## src/hdl/dccm_pkg.sv

```systemverilog
`default_nettype none

package dccm_pkg;

   localparam int DCCM_BITS   = 12;                               // 4 KiB byte address
   localparam int DATA_WIDTH  = 32;
   localparam int BYTE_WIDTH  = 4;
   localparam int OFFSET_BITS = 2;
   localparam int BANK_BITS   = 1;                                // addr bit 2 picks the bank
   localparam int ROW_BITS    = DCCM_BITS - OFFSET_BITS - BANK_BITS;

   typedef enum logic [1:0] {
      size_byte = 2'd0,
      size_half = 2'd1,
      size_word = 2'd2
   } access_size_e;

   typedef struct packed {
      logic [ROW_BITS-1:0]    row;
      logic [BANK_BITS-1:0]   bank;
      logic [OFFSET_BITS-1:0] offset;
   } dccm_addr_fields_t;

   // same address bits, seen flat for arithmetic or split for bank decode
   typedef union packed {
      logic [DCCM_BITS-1:0] flat;
      dccm_addr_fields_t    fields;
   } dccm_addr_u;

   typedef struct packed {
      logic                  valid;
      logic                  load;
      logic                  store;
      access_size_e          size;
      dccm_addr_u            addr;
      logic [DATA_WIDTH-1:0] data;                                 // store data, right-justified
   } lsu_pkt_t;

   typedef struct packed {
      dccm_addr_u            addr;                                 // word aligned
      logic [DATA_WIDTH-1:0] data;
   } stbuf_req_t;

   typedef struct packed {
      logic                  rden;
      dccm_addr_u            rd_addr_lo;                           // start address
      dccm_addr_u            rd_addr_hi;                           // end address
      logic                  wren;
      dccm_addr_u            wr_addr;
      logic [DATA_WIDTH-1:0] wr_data;
   } mem_req_t;

   typedef struct packed {
      logic                    valid;
      logic                    load;
      logic                    store;
      logic                    dual;                               // access spans two words
      logic [OFFSET_BITS-1:0]  offset;
      logic [2*BYTE_WIDTH-1:0] byteen;                             // byte enable over hi:lo words
      logic [DATA_WIDTH-1:0]   store_data;
   } pipe_m_t;

endpackage

`default_nettype wire

```

## src/hdl/lsu_dccm_decode.sv

```systemverilog
`timescale 1ns/1ns
`default_nettype none

module lsu_dccm_decode (
   input  logic               clk,
   input  logic               rst,
   input  dccm_pkg::lsu_pkt_t lsu_pkt,
   output dccm_pkg::mem_req_t rd_req,
   output dccm_pkg::pipe_m_t  pipe_m
);
   import dccm_pkg::*;

   dccm_addr_u             start_addr;
   dccm_addr_u             end_addr;
   logic [OFFSET_BITS-1:0] len_m1;                                 // access length minus one
   logic [BYTE_WIDTH-1:0]  size_byteen;
   logic                   dual;
   logic                   aligned_word;
   logic                   rden;
   pipe_m_t                pipe_m_d;

   assign start_addr = lsu_pkt.addr;

   always_comb begin
      case (lsu_pkt.size)
         size_half: begin
            len_m1      = 2'd1;
            size_byteen = 4'b0011;
         end
         size_word: begin
            len_m1      = 2'd3;
            size_byteen = 4'b1111;
         end
         default: begin                                            // byte
            len_m1      = 2'd0;
            size_byteen = 4'b0001;
         end
      endcase
   end

   assign end_addr.flat = start_addr.flat + DCCM_BITS'(len_m1);

   // end lands in the next word, so both banks are read
   assign dual = end_addr.flat[DCCM_BITS-1:OFFSET_BITS] !=
                 start_addr.flat[DCCM_BITS-1:OFFSET_BITS];

   assign aligned_word = (lsu_pkt.size == size_word) & (start_addr.fields.offset == '0);

   // an aligned word store overwrites the whole word, no old data needed
   assign rden = lsu_pkt.valid & (lsu_pkt.load | (lsu_pkt.store & ~aligned_word));

   always_comb begin
      rd_req            = '0;                                      // write side belongs to the arbiter
      rd_req.rden       = rden;
      rd_req.rd_addr_lo = start_addr;
      rd_req.rd_addr_hi = end_addr;
   end

   always_comb begin
      pipe_m_d.valid      = lsu_pkt.valid;
      pipe_m_d.load       = lsu_pkt.load;
      pipe_m_d.store      = lsu_pkt.store;
      pipe_m_d.dual       = dual;
      pipe_m_d.offset     = start_addr.fields.offset;
      pipe_m_d.byteen     = {{BYTE_WIDTH{1'b0}}, size_byteen} << start_addr.fields.offset;
      pipe_m_d.store_data = lsu_pkt.data;
   end

   // D to M pipe register, only valid is cleared
   always_ff @(posedge clk) begin
      pipe_m <= pipe_m_d;
      if (rst) begin
         pipe_m.valid <= 1'b0;
      end
   end

endmodule

`default_nettype wire

```

## src/hdl/lsu_dccm_port_arb.sv

```systemverilog
`timescale 1ns/1ns
`default_nettype none

module lsu_dccm_port_arb (
   input  dccm_pkg::mem_req_t   rd_req,
   input  logic                 stbuf_valid,
   input  dccm_pkg::stbuf_req_t stbuf_req,
   output logic                 stbuf_ready,
   output dccm_pkg::mem_req_t   mem_req
);
   import dccm_pkg::*;

   logic [BANK_BITS-1:0] stbuf_bank;
   logic                 bank_conflict;

   assign stbuf_bank = stbuf_req.addr.fields.bank;

   // a D-stage read owns the banks it touches this cycle
   assign bank_conflict = rd_req.rden &
                          ((stbuf_bank == rd_req.rd_addr_lo.fields.bank) |
                           (stbuf_bank == rd_req.rd_addr_hi.fields.bank));

   assign stbuf_ready = ~bank_conflict;

   always_comb begin
      mem_req.rden       = rd_req.rden;
      mem_req.rd_addr_lo = rd_req.rd_addr_lo;
      mem_req.rd_addr_hi = rd_req.rd_addr_hi;
      mem_req.wren       = stbuf_valid & stbuf_ready;              // write in the accepting cycle
      mem_req.wr_addr    = stbuf_req.addr;
      mem_req.wr_data    = stbuf_req.data;
   end

endmodule

`default_nettype wire

```

## src/hdl/lsu_dccm_result.sv

```systemverilog
`timescale 1ns/1ns
`default_nettype none

module lsu_dccm_result (
   input  logic                              clk,
   input  logic                              rst,
   input  dccm_pkg::pipe_m_t                 pipe_m,
   input  logic [dccm_pkg::DATA_WIDTH-1:0]   mem_rd_data_lo,
   input  logic [dccm_pkg::DATA_WIDTH-1:0]   mem_rd_data_hi,
   input  logic [2*dccm_pkg::DATA_WIDTH-1:0] stbuf_fwd_data,
   input  logic [2*dccm_pkg::BYTE_WIDTH-1:0] stbuf_fwd_byteen,
   output logic                              ld_valid,
   output logic [dccm_pkg::DATA_WIDTH-1:0]   ld_data,
   output logic                              st_valid,
   output logic [dccm_pkg::DATA_WIDTH-1:0]   st_data_lo,
   output logic [dccm_pkg::DATA_WIDTH-1:0]   st_data_hi
);
   import dccm_pkg::*;

   logic [OFFSET_BITS-1:0]  offset_r;
   logic [2*BYTE_WIDTH-1:0] byteen_r;
   logic [DATA_WIDTH-1:0]   store_data_r;
   logic [DATA_WIDTH-1:0]   rdata_lo_r;
   logic [DATA_WIDTH-1:0]   rdata_hi_r;
   logic [2*DATA_WIDTH-1:0] fwd_data_r;
   logic [2*BYTE_WIDTH-1:0] fwd_byteen_r;
   logic [2*DATA_WIDTH-1:0] rdata_merged;
   logic [2*DATA_WIDTH-1:0] ld_shifted;
   logic [2*DATA_WIDTH-1:0] st_shifted;
   logic [2*DATA_WIDTH-1:0] st_merged;

   // per byte, take a where sel is set and b otherwise
   function automatic logic [2*DATA_WIDTH-1:0] byte_select(
      input logic [2*BYTE_WIDTH-1:0] sel,
      input logic [2*DATA_WIDTH-1:0] a,
      input logic [2*DATA_WIDTH-1:0] b
   );
      logic [2*DATA_WIDTH-1:0] res;
      for (int i = 0; i < 2*BYTE_WIDTH; i++) begin
         res[8*i +: 8] = sel[i] ? a[8*i +: 8] : b[8*i +: 8];
      end
      return res;
   endfunction

   always_ff @(posedge clk) begin
      if (rst) begin
         ld_valid <= 1'b0;
         st_valid <= 1'b0;
      end else begin
         ld_valid <= pipe_m.valid & pipe_m.load;
         st_valid <= pipe_m.valid & pipe_m.store;
      end
   end

   // M to R payload, held while the stage is empty
   always_ff @(posedge clk) begin
      if (pipe_m.valid) begin
         offset_r     <= pipe_m.offset;
         byteen_r     <= pipe_m.byteen;
         store_data_r <= pipe_m.store_data;
         rdata_lo_r   <= mem_rd_data_lo;
         fwd_data_r   <= stbuf_fwd_data;
         fwd_byteen_r <= stbuf_fwd_byteen;
      end
      if (pipe_m.valid & pipe_m.dual) begin
         rdata_hi_r <= mem_rd_data_hi;                             // hi word only matters when dual
      end
   end

   // store buffer bytes are younger than the memory
   assign rdata_merged = byte_select(fwd_byteen_r, fwd_data_r, {rdata_hi_r, rdata_lo_r});

   // right-justify the load, upper bytes left as they fall
   assign ld_shifted = rdata_merged >> {offset_r, 3'b000};
   assign ld_data    = ld_shifted[DATA_WIDTH-1:0];

   // line the store bytes up with their position in hi:lo
   assign st_shifted = {{DATA_WIDTH{1'b0}}, store_data_r} << {offset_r, 3'b000};
   assign st_merged  = byte_select(byteen_r, st_shifted, {rdata_hi_r, rdata_lo_r});

   assign st_data_lo = st_merged[DATA_WIDTH-1:0];
   assign st_data_hi = st_merged[2*DATA_WIDTH-1:DATA_WIDTH];

endmodule

`default_nettype wire

```

## src/hdl/lsu_dccm_ctl.sv

```systemverilog
`timescale 1ns/1ns
`default_nettype none

module lsu_dccm_ctl (
   input  logic                              clk,
   input  logic                              rst,
   input  dccm_pkg::lsu_pkt_t                lsu_pkt,
   input  logic                              stbuf_valid,
   input  dccm_pkg::stbuf_req_t              stbuf_req,
   output logic                              stbuf_ready,
   input  logic [2*dccm_pkg::DATA_WIDTH-1:0] stbuf_fwd_data,       // hi:lo
   input  logic [2*dccm_pkg::BYTE_WIDTH-1:0] stbuf_fwd_byteen,
   output dccm_pkg::mem_req_t                mem_req,
   input  logic [dccm_pkg::DATA_WIDTH-1:0]   mem_rd_data_lo,
   input  logic [dccm_pkg::DATA_WIDTH-1:0]   mem_rd_data_hi,
   output logic                              ld_valid,
   output logic [dccm_pkg::DATA_WIDTH-1:0]   ld_data,
   output logic                              st_valid,
   output logic [dccm_pkg::DATA_WIDTH-1:0]   st_data_lo,
   output logic [dccm_pkg::DATA_WIDTH-1:0]   st_data_hi
);
   import dccm_pkg::*;

   mem_req_t rd_req;                                               // D-stage read request
   pipe_m_t  pipe_m;                                               // access in M

   lsu_dccm_decode u_decode (
      .clk     (clk),
      .rst     (rst),
      .lsu_pkt (lsu_pkt),
      .rd_req  (rd_req),
      .pipe_m  (pipe_m)
   );

   lsu_dccm_port_arb u_port_arb (
      .rd_req      (rd_req),
      .stbuf_valid (stbuf_valid),
      .stbuf_req   (stbuf_req),
      .stbuf_ready (stbuf_ready),
      .mem_req     (mem_req)
   );

   lsu_dccm_result u_result (
      .clk              (clk),
      .rst              (rst),
      .pipe_m           (pipe_m),
      .mem_rd_data_lo   (mem_rd_data_lo),
      .mem_rd_data_hi   (mem_rd_data_hi),
      .stbuf_fwd_data   (stbuf_fwd_data),
      .stbuf_fwd_byteen (stbuf_fwd_byteen),
      .ld_valid         (ld_valid),
      .ld_data          (ld_data),
      .st_valid         (st_valid),
      .st_data_lo       (st_data_lo),
      .st_data_hi       (st_data_hi)
   );

endmodule

`default_nettype wire

```

## config.mk

```make
export PLATFORM = sky130hd
export DESIGN_NAME = lsu_dccm_ctl
export DESIGN_NICKNAME = d
export VERILOG_FILES = /design/src/hdl/dccm_pkg.sv /design/src/hdl/lsu_dccm_decode.sv /design/src/hdl/lsu_dccm_port_arb.sv /design/src/hdl/lsu_dccm_result.sv /design/src/hdl/lsu_dccm_ctl.sv
export SDC_FILE = /design/constraint.sdc
export NUM_CORES = 1
export LEC_CHECK = 0
export BUFFER_PORTS_ARGS = -buffer_cell sky130_fd_sc_hd__buf_4
export CORE_ASPECT_RATIO = 2
export CORE_MARGIN = 1
export CORE_UTILIZATION = 35
export CTS_CLUSTER_SIZE = 10
export DETAILED_ROUTE_END_ITERATION = 16
export SYNTH_ARGS = -nofsm -noshare
export SYNTH_HDL_FRONTEND = slang
export SYNTH_SLANG_ARGS = --single-unit
```

## constraint.sdc

```tcl
create_clock -name clk -period 15.6 [get_ports clk]
set_clock_uncertainty 0.15 [all_clocks]
set_input_delay 0.78 -clock clk [delete_from_list [all_inputs] [get_ports clk]]
set_output_delay 0.78 -clock clk [all_outputs]
set_load 0.03 [all_outputs]
```

[Word-level counts from Yosys, hierarchy flattened]
Index checks and enable logic that the tools add are counted.
Word-level totals
  bits of input ports: 232
  logic and storage cells: 56
  register bits after elaboration: 226
Operators by class
  shift operators: 3
  bitwise gates (word level): 12
  reductions and logical operators: 1
  add/sub/neg operators: 1
  equality and inequality tests: 5
  multiplexer cells: 18
Operators with widths (number)
  $mux W8: 16
  $shl A32 B5 Y64: 1
  $shr A64 B5 Y32: 1
  $add A12 B2 Y12: 1
  $ne A10 B10 Y1: 1
  $and A1 B1 Y1: 8
  $pmux W4 S2: 1
  $shl A4 B2 Y8: 1
  $pmux W2 S2: 1
  $eq A1 B1 Y1: 2
  $eq A2 B1 Y1 const B: 1
  $eq A2 B2 Y1 const B: 1
  $logic_not A2 Y1: 1
  $not A1 Y1: 2
  $or A1 B1 Y1: 2

[Longest topological paths before layout]
  depth after elaboration: 9
  gate-level depth with buffers: 9
  mapped depth without buffers: 9

[By module]
From an unflattened synthesis, not the netlist that was laid out.
Unflattened totals
  cells, all modules: 793
  area, all modules: 10030.9 µm²
By module, submodules not included
  lsu_dccm_result: seq. area each 5114.9 µm², times used 1, area each 7711.1 µm², cells an instance 555
  lsu_dccm_decode: seq. area each 900.9 µm², times used 1, area each 1770.4 µm², cells an instance 164
  lsu_dccm_port_arb: seq. area each 0.0 µm², times used 1, area each 549.3 µm², cells an instance 74

[Least setup slack after synthesis]
No wires, ideal clock.
  path type: register to register
  start point: register u_decode.pipe_m[45] (netlist name)
  end point: register u_result.rdata_hi_r[0], enable pin
  arrival: 4.396 ns
  slack: 10.662 ns
  buffers on the path: 0
  setup time: 0.392 ns
  stages on the path, launching flop included: 2
  cells stage by stage: dfxtp_1 > and2_1
On the way
  cells in the longest elaborated chain, start to end: 1
RTL lines
  $and A1 B1 Y1: RTL line lsu_dccm_result.sv:65  | if (pipe_m.valid & pipe_m.dual) begin
  end signal, assigned: RTL line lsu_dccm_result.sv:66  | rdata_hi_r <= mem_rd_data_hi;
  end, declared: RTL line lsu_dccm_result.sv:24  | logic [DATA_WIDTH-1:0] rdata_hi_r;
Every way passes these cells.
A chain may end at the register's enable or synchronous reset.

[Worst setup path in the final report]
  start point: register u_result.offset_r[0]
  end point: output st_data_hi[7] (netlist name)
On the way
  cells in the longest elaborated chain, start to end: 2
RTL lines
  start, declared: RTL line lsu_dccm_result.sv:20  | logic [OFFSET_BITS-1:0] offset_r;
  start signal, assigned: RTL line lsu_dccm_result.sv:58  | offset_r <= pipe_m.offset;
  $shl A32 B5 Y64: RTL line lsu_dccm_result.sv:78  | assign st_shifted = {{DATA_WIDTH{1'b0}}, store_data_r} << {offset_r, 3'b000};
  $mux W8: RTL line lsu_dccm_result.sv:40  | res[8*i +: 8] = sel[i] ? a[8*i +: 8] : b[8*i +: 8];
  end, declared: RTL line lsu_dccm_ctl.sv:20  | output logic [dccm_pkg::DATA_WIDTH-1:0] st_data_hi
Every way passes these cells.

==> run_results.csv <==
group,metric,value,unit
die,die_h,235.1,µm
layout,layout_commonest_cell,"buf_4",
layout,final_layout_size_suffix_gt1_share,40.02,%
timing,rsz0062_at_grt,"false",
synthesis,synth_area,9509,µm²
clocking,numClockSinks,215,
critical_path,worstPathArrival,3.23,ns
detailed_routing,drt-vias-per-instance,4.978,
critical_path,r2r_start,"u_decode.pipe_m[45]",
clocking,clkLatencyLatePin,0.53,ns
critical_path,r2r_cells,1,
detailed_routing,firstDrtPassIters,11,
timing,slew_headroom,27.44,%
synthesis,synth_edf_count,168,
placed_design,post-dp-hpwl,26450,µm
clocking,htree_levels,1,
power,leakagePower,0.005093,µW
timing,slew_viol_final,0,
layout,final_util,46.02,%
power,vdd_ir_drop_max,0.07838,mV
grt,first_global_vias,6941,
synthesis,netlist_instances,741,
timing,setup_viol,0,
die,die_area,27870,µm²
hold_path,hold_start,"lsu_pkt[26]",
synthesis,synth-simple-area-share,6.395,%
placed_design,post-place-ws,11.99,ns
grt,grt_use_met3,3.828,%
synthesis,synth_fa_ha_area_share,0.6579,%
critical_path,required,14.67,ns
run_status,status,"complete, but fails checks",
hold_path,hold_class,"in -> reg",
hold_path,whs_path_depth,1,
detailed_routing,routed_wl,33050,µm
run,cap_violations,0,
synthesis,synth_xor_area_share,1.184,%
layout,area_delta_synth_final,29.71,%
synthesis,ys_ff_latch,215,
detailed_routing,wire_per_inst,24.61,µm
die,rows,85,
grt,busiest_layer,"met2",
layout,final_cell_mix,"buf_4 (309), edfxtp_1 (168), mux2i_1 (57)",
synthesis,synth.area.mux_share,11.80,%
detailed_routing,num_vias,6686,
clocking,cts_buffer_depth,3,
clocking,root_buffer,"clkbuf_16",
clocking,post_cts_buffers,0,
detailed_routing,first_iter_violations,316,
timing,max_freq,240.2,MHz
timing,hold_slack,0.1983,ns
hold_path,hold_path_end,"u_decode.pipe_m[26]",
critical_path,cp-end-kind,"output port",
detailed_routing,drtAntennaViolNets,0,
grt,grt_max_degree,83,
synthesis,syn_area_per_cell,12.83,µm²
timing,worst_slew_pin_slew,1.088,ns
placed_design,gp_congestion,0.8351,
synthesis,synth_compound_area_share,8.539,%
critical_path,crit_fanout,77,
critical_path,startpoint_type,"flip-flop",
grt,antenna_found_initial,3,
timing,min_period,4.163,ns
clocking,ctsResizeCount,0,
detailed_routing,drc,4,
die,start_util,35.48,%
critical_path,regToRegSetupSlack,13.14,ns
grt,grt_usage,23.42,%
timing,hold_viol_final,0,
clocking,cts-buffers-inserted,25,
synthesis,yosys_warnings,0,
critical_path,r2r_end,"u_result.byteen_r[0]",
synthesis,synth-seq-area-share,62.95,%
clocking,tritoncts,"yes",
run_status,failed_checks,"DRC",
synthesis,synth_top_family_by_area,"multiplexers",
clocking,clk_pin_slew_worst_paths,0.06,ns
die,die_w,118.6,µm
power,power_per_cell_area,117.8,nW/µm²
clocking,ctsHoldBuffers,0,
timing,setup_tns,0,ns
synthesis,synth_nets,978,
placed_design,port_buffers,305,
synthesis,ys_types,42,
grt,grt-ovfl-total,0,
grt,grtUsageMet1,20.89,%
synthesis,async_flop_share,0,%
critical_path,crit_type,"reg -> out",
layout,fin_nets,1211,
die,core_area,26800,µm²
timing,setup_ws,11.44,ns
grt,grt_pass1_wl,46010,µm
grt,met2_usage,45.60,%
synthesis,synthFlopType,"edfxtp_1",
timing,period_share,26.68,%
die,pin_count,401,
power breakdown:
group	switching (µW)	total (µW)	internal (µW)
Clock	220	528	308
Sequential	22.9	672	649
Combinational	150	252	102
worst max-delay path, stage by stage (launching register included):
cell	delay, ns
edfxtp_1	0.32
buf_4	0.72
inv_2	0.52
nor2_2	0.44
a2bb2oi_1	0.15
a21oi_1	0.27
buf_4	0.21
synth_stat cells, types with 3 or more instances:
cell type	n	area (µm²)
or2_2	3	18.77
nor2_1	44	165.2
o211ai_1	18	135.1
nand2_1	52	195.2
buf_2	17	85.08
dfxtp_1	47	940.9
ha_1	5	62.56
buf_1	5	18.77
xnor2_1	5	43.79
inv_1	35	131.4
a2bb2oi_1	8	70.07
mux2i_1	57	570.6
a21oi_1	42	210.2
buf_4	69	518.0
o21ai_0	39	195.2
mux2_2	37	416.7
o22ai_1	25	156.4
edfxtp_1	168	5045
clkbuf_1	12	45.04
mux4_2	6	135.1
xor2_1	6	52.55
nand3_1	12	60.06
cells by family (layout without fill, tap and decap cells):
kind of cell               count (synthesis)  count (layout)
adders and majority gates                  5               5
xor gates and xnor gates                  12              12
AOI/OAI and AO/OA                        136             136
and+or+nand+nor                          133             133
muxes                                    100             100
DFF                                      215             215
other                                      0               3
buffers and inverters                    140             391
state kept, by name, summed over array words and instances, names as in the netlist:
register	flops
u_decode.pipe_m	45
u_result.byteen_r	7
u_result.fwd_byteen_r	7
u_result.fwd_data_r	56
u_result.ld_valid	1
u_result.offset_r	2
u_result.rdata_hi_r	32
u_result.rdata_lo_r	32
u_result.st_valid	1
u_result.store_data_r	32
cell type report:
cell class	instances	area (µm²)
antenna	3	7.507
clock buffer	44	716.9
clock inverter	1	8.758
fill	2545	14470
inverter	37	138.9
multi-input combinational	386	2718
sequential	215	5989
tap	348	435.4
timing repair buffer	309	2320
metrics by stage:
stage	total power (µW)	instances	area, µm²
after global placement	935.7	1295	11600
after global routing	1506	1343	12330
after floorplan	837.4	741	9509
after detailed placement	937.9	1295	11600
after CTS	1469	1340	12330
final	1453	1343	12330
worst max-delay path by stage:
stage | start | cells after the start | to
after global routing | u_result.offset_r[0] | 6 | st_data_hi[7]
after detailed placement | u_result.offset_r[0] | 6 | st_data_hi[7]
final | u_result.offset_r[0] | 6 | st_data_hi[7]
after global placement | u_result.offset_r[0] | 6 | st_data_hi[7]
after CTS | u_result.offset_r[0] | 6 | st_data_hi[7]
after floorplan | u_decode.pipe_m[45] | 1 | u_result.rdata_hi_r[0]
metal layers:
layer / vias up / share of wire, %
li1: 3084 / -
met1: 3180 / 30
met2: 305 / 56
met3: 117 / 6.0
met4: 0 / 7.3
met5: - / 0
(Power assumes the default switching activity.)
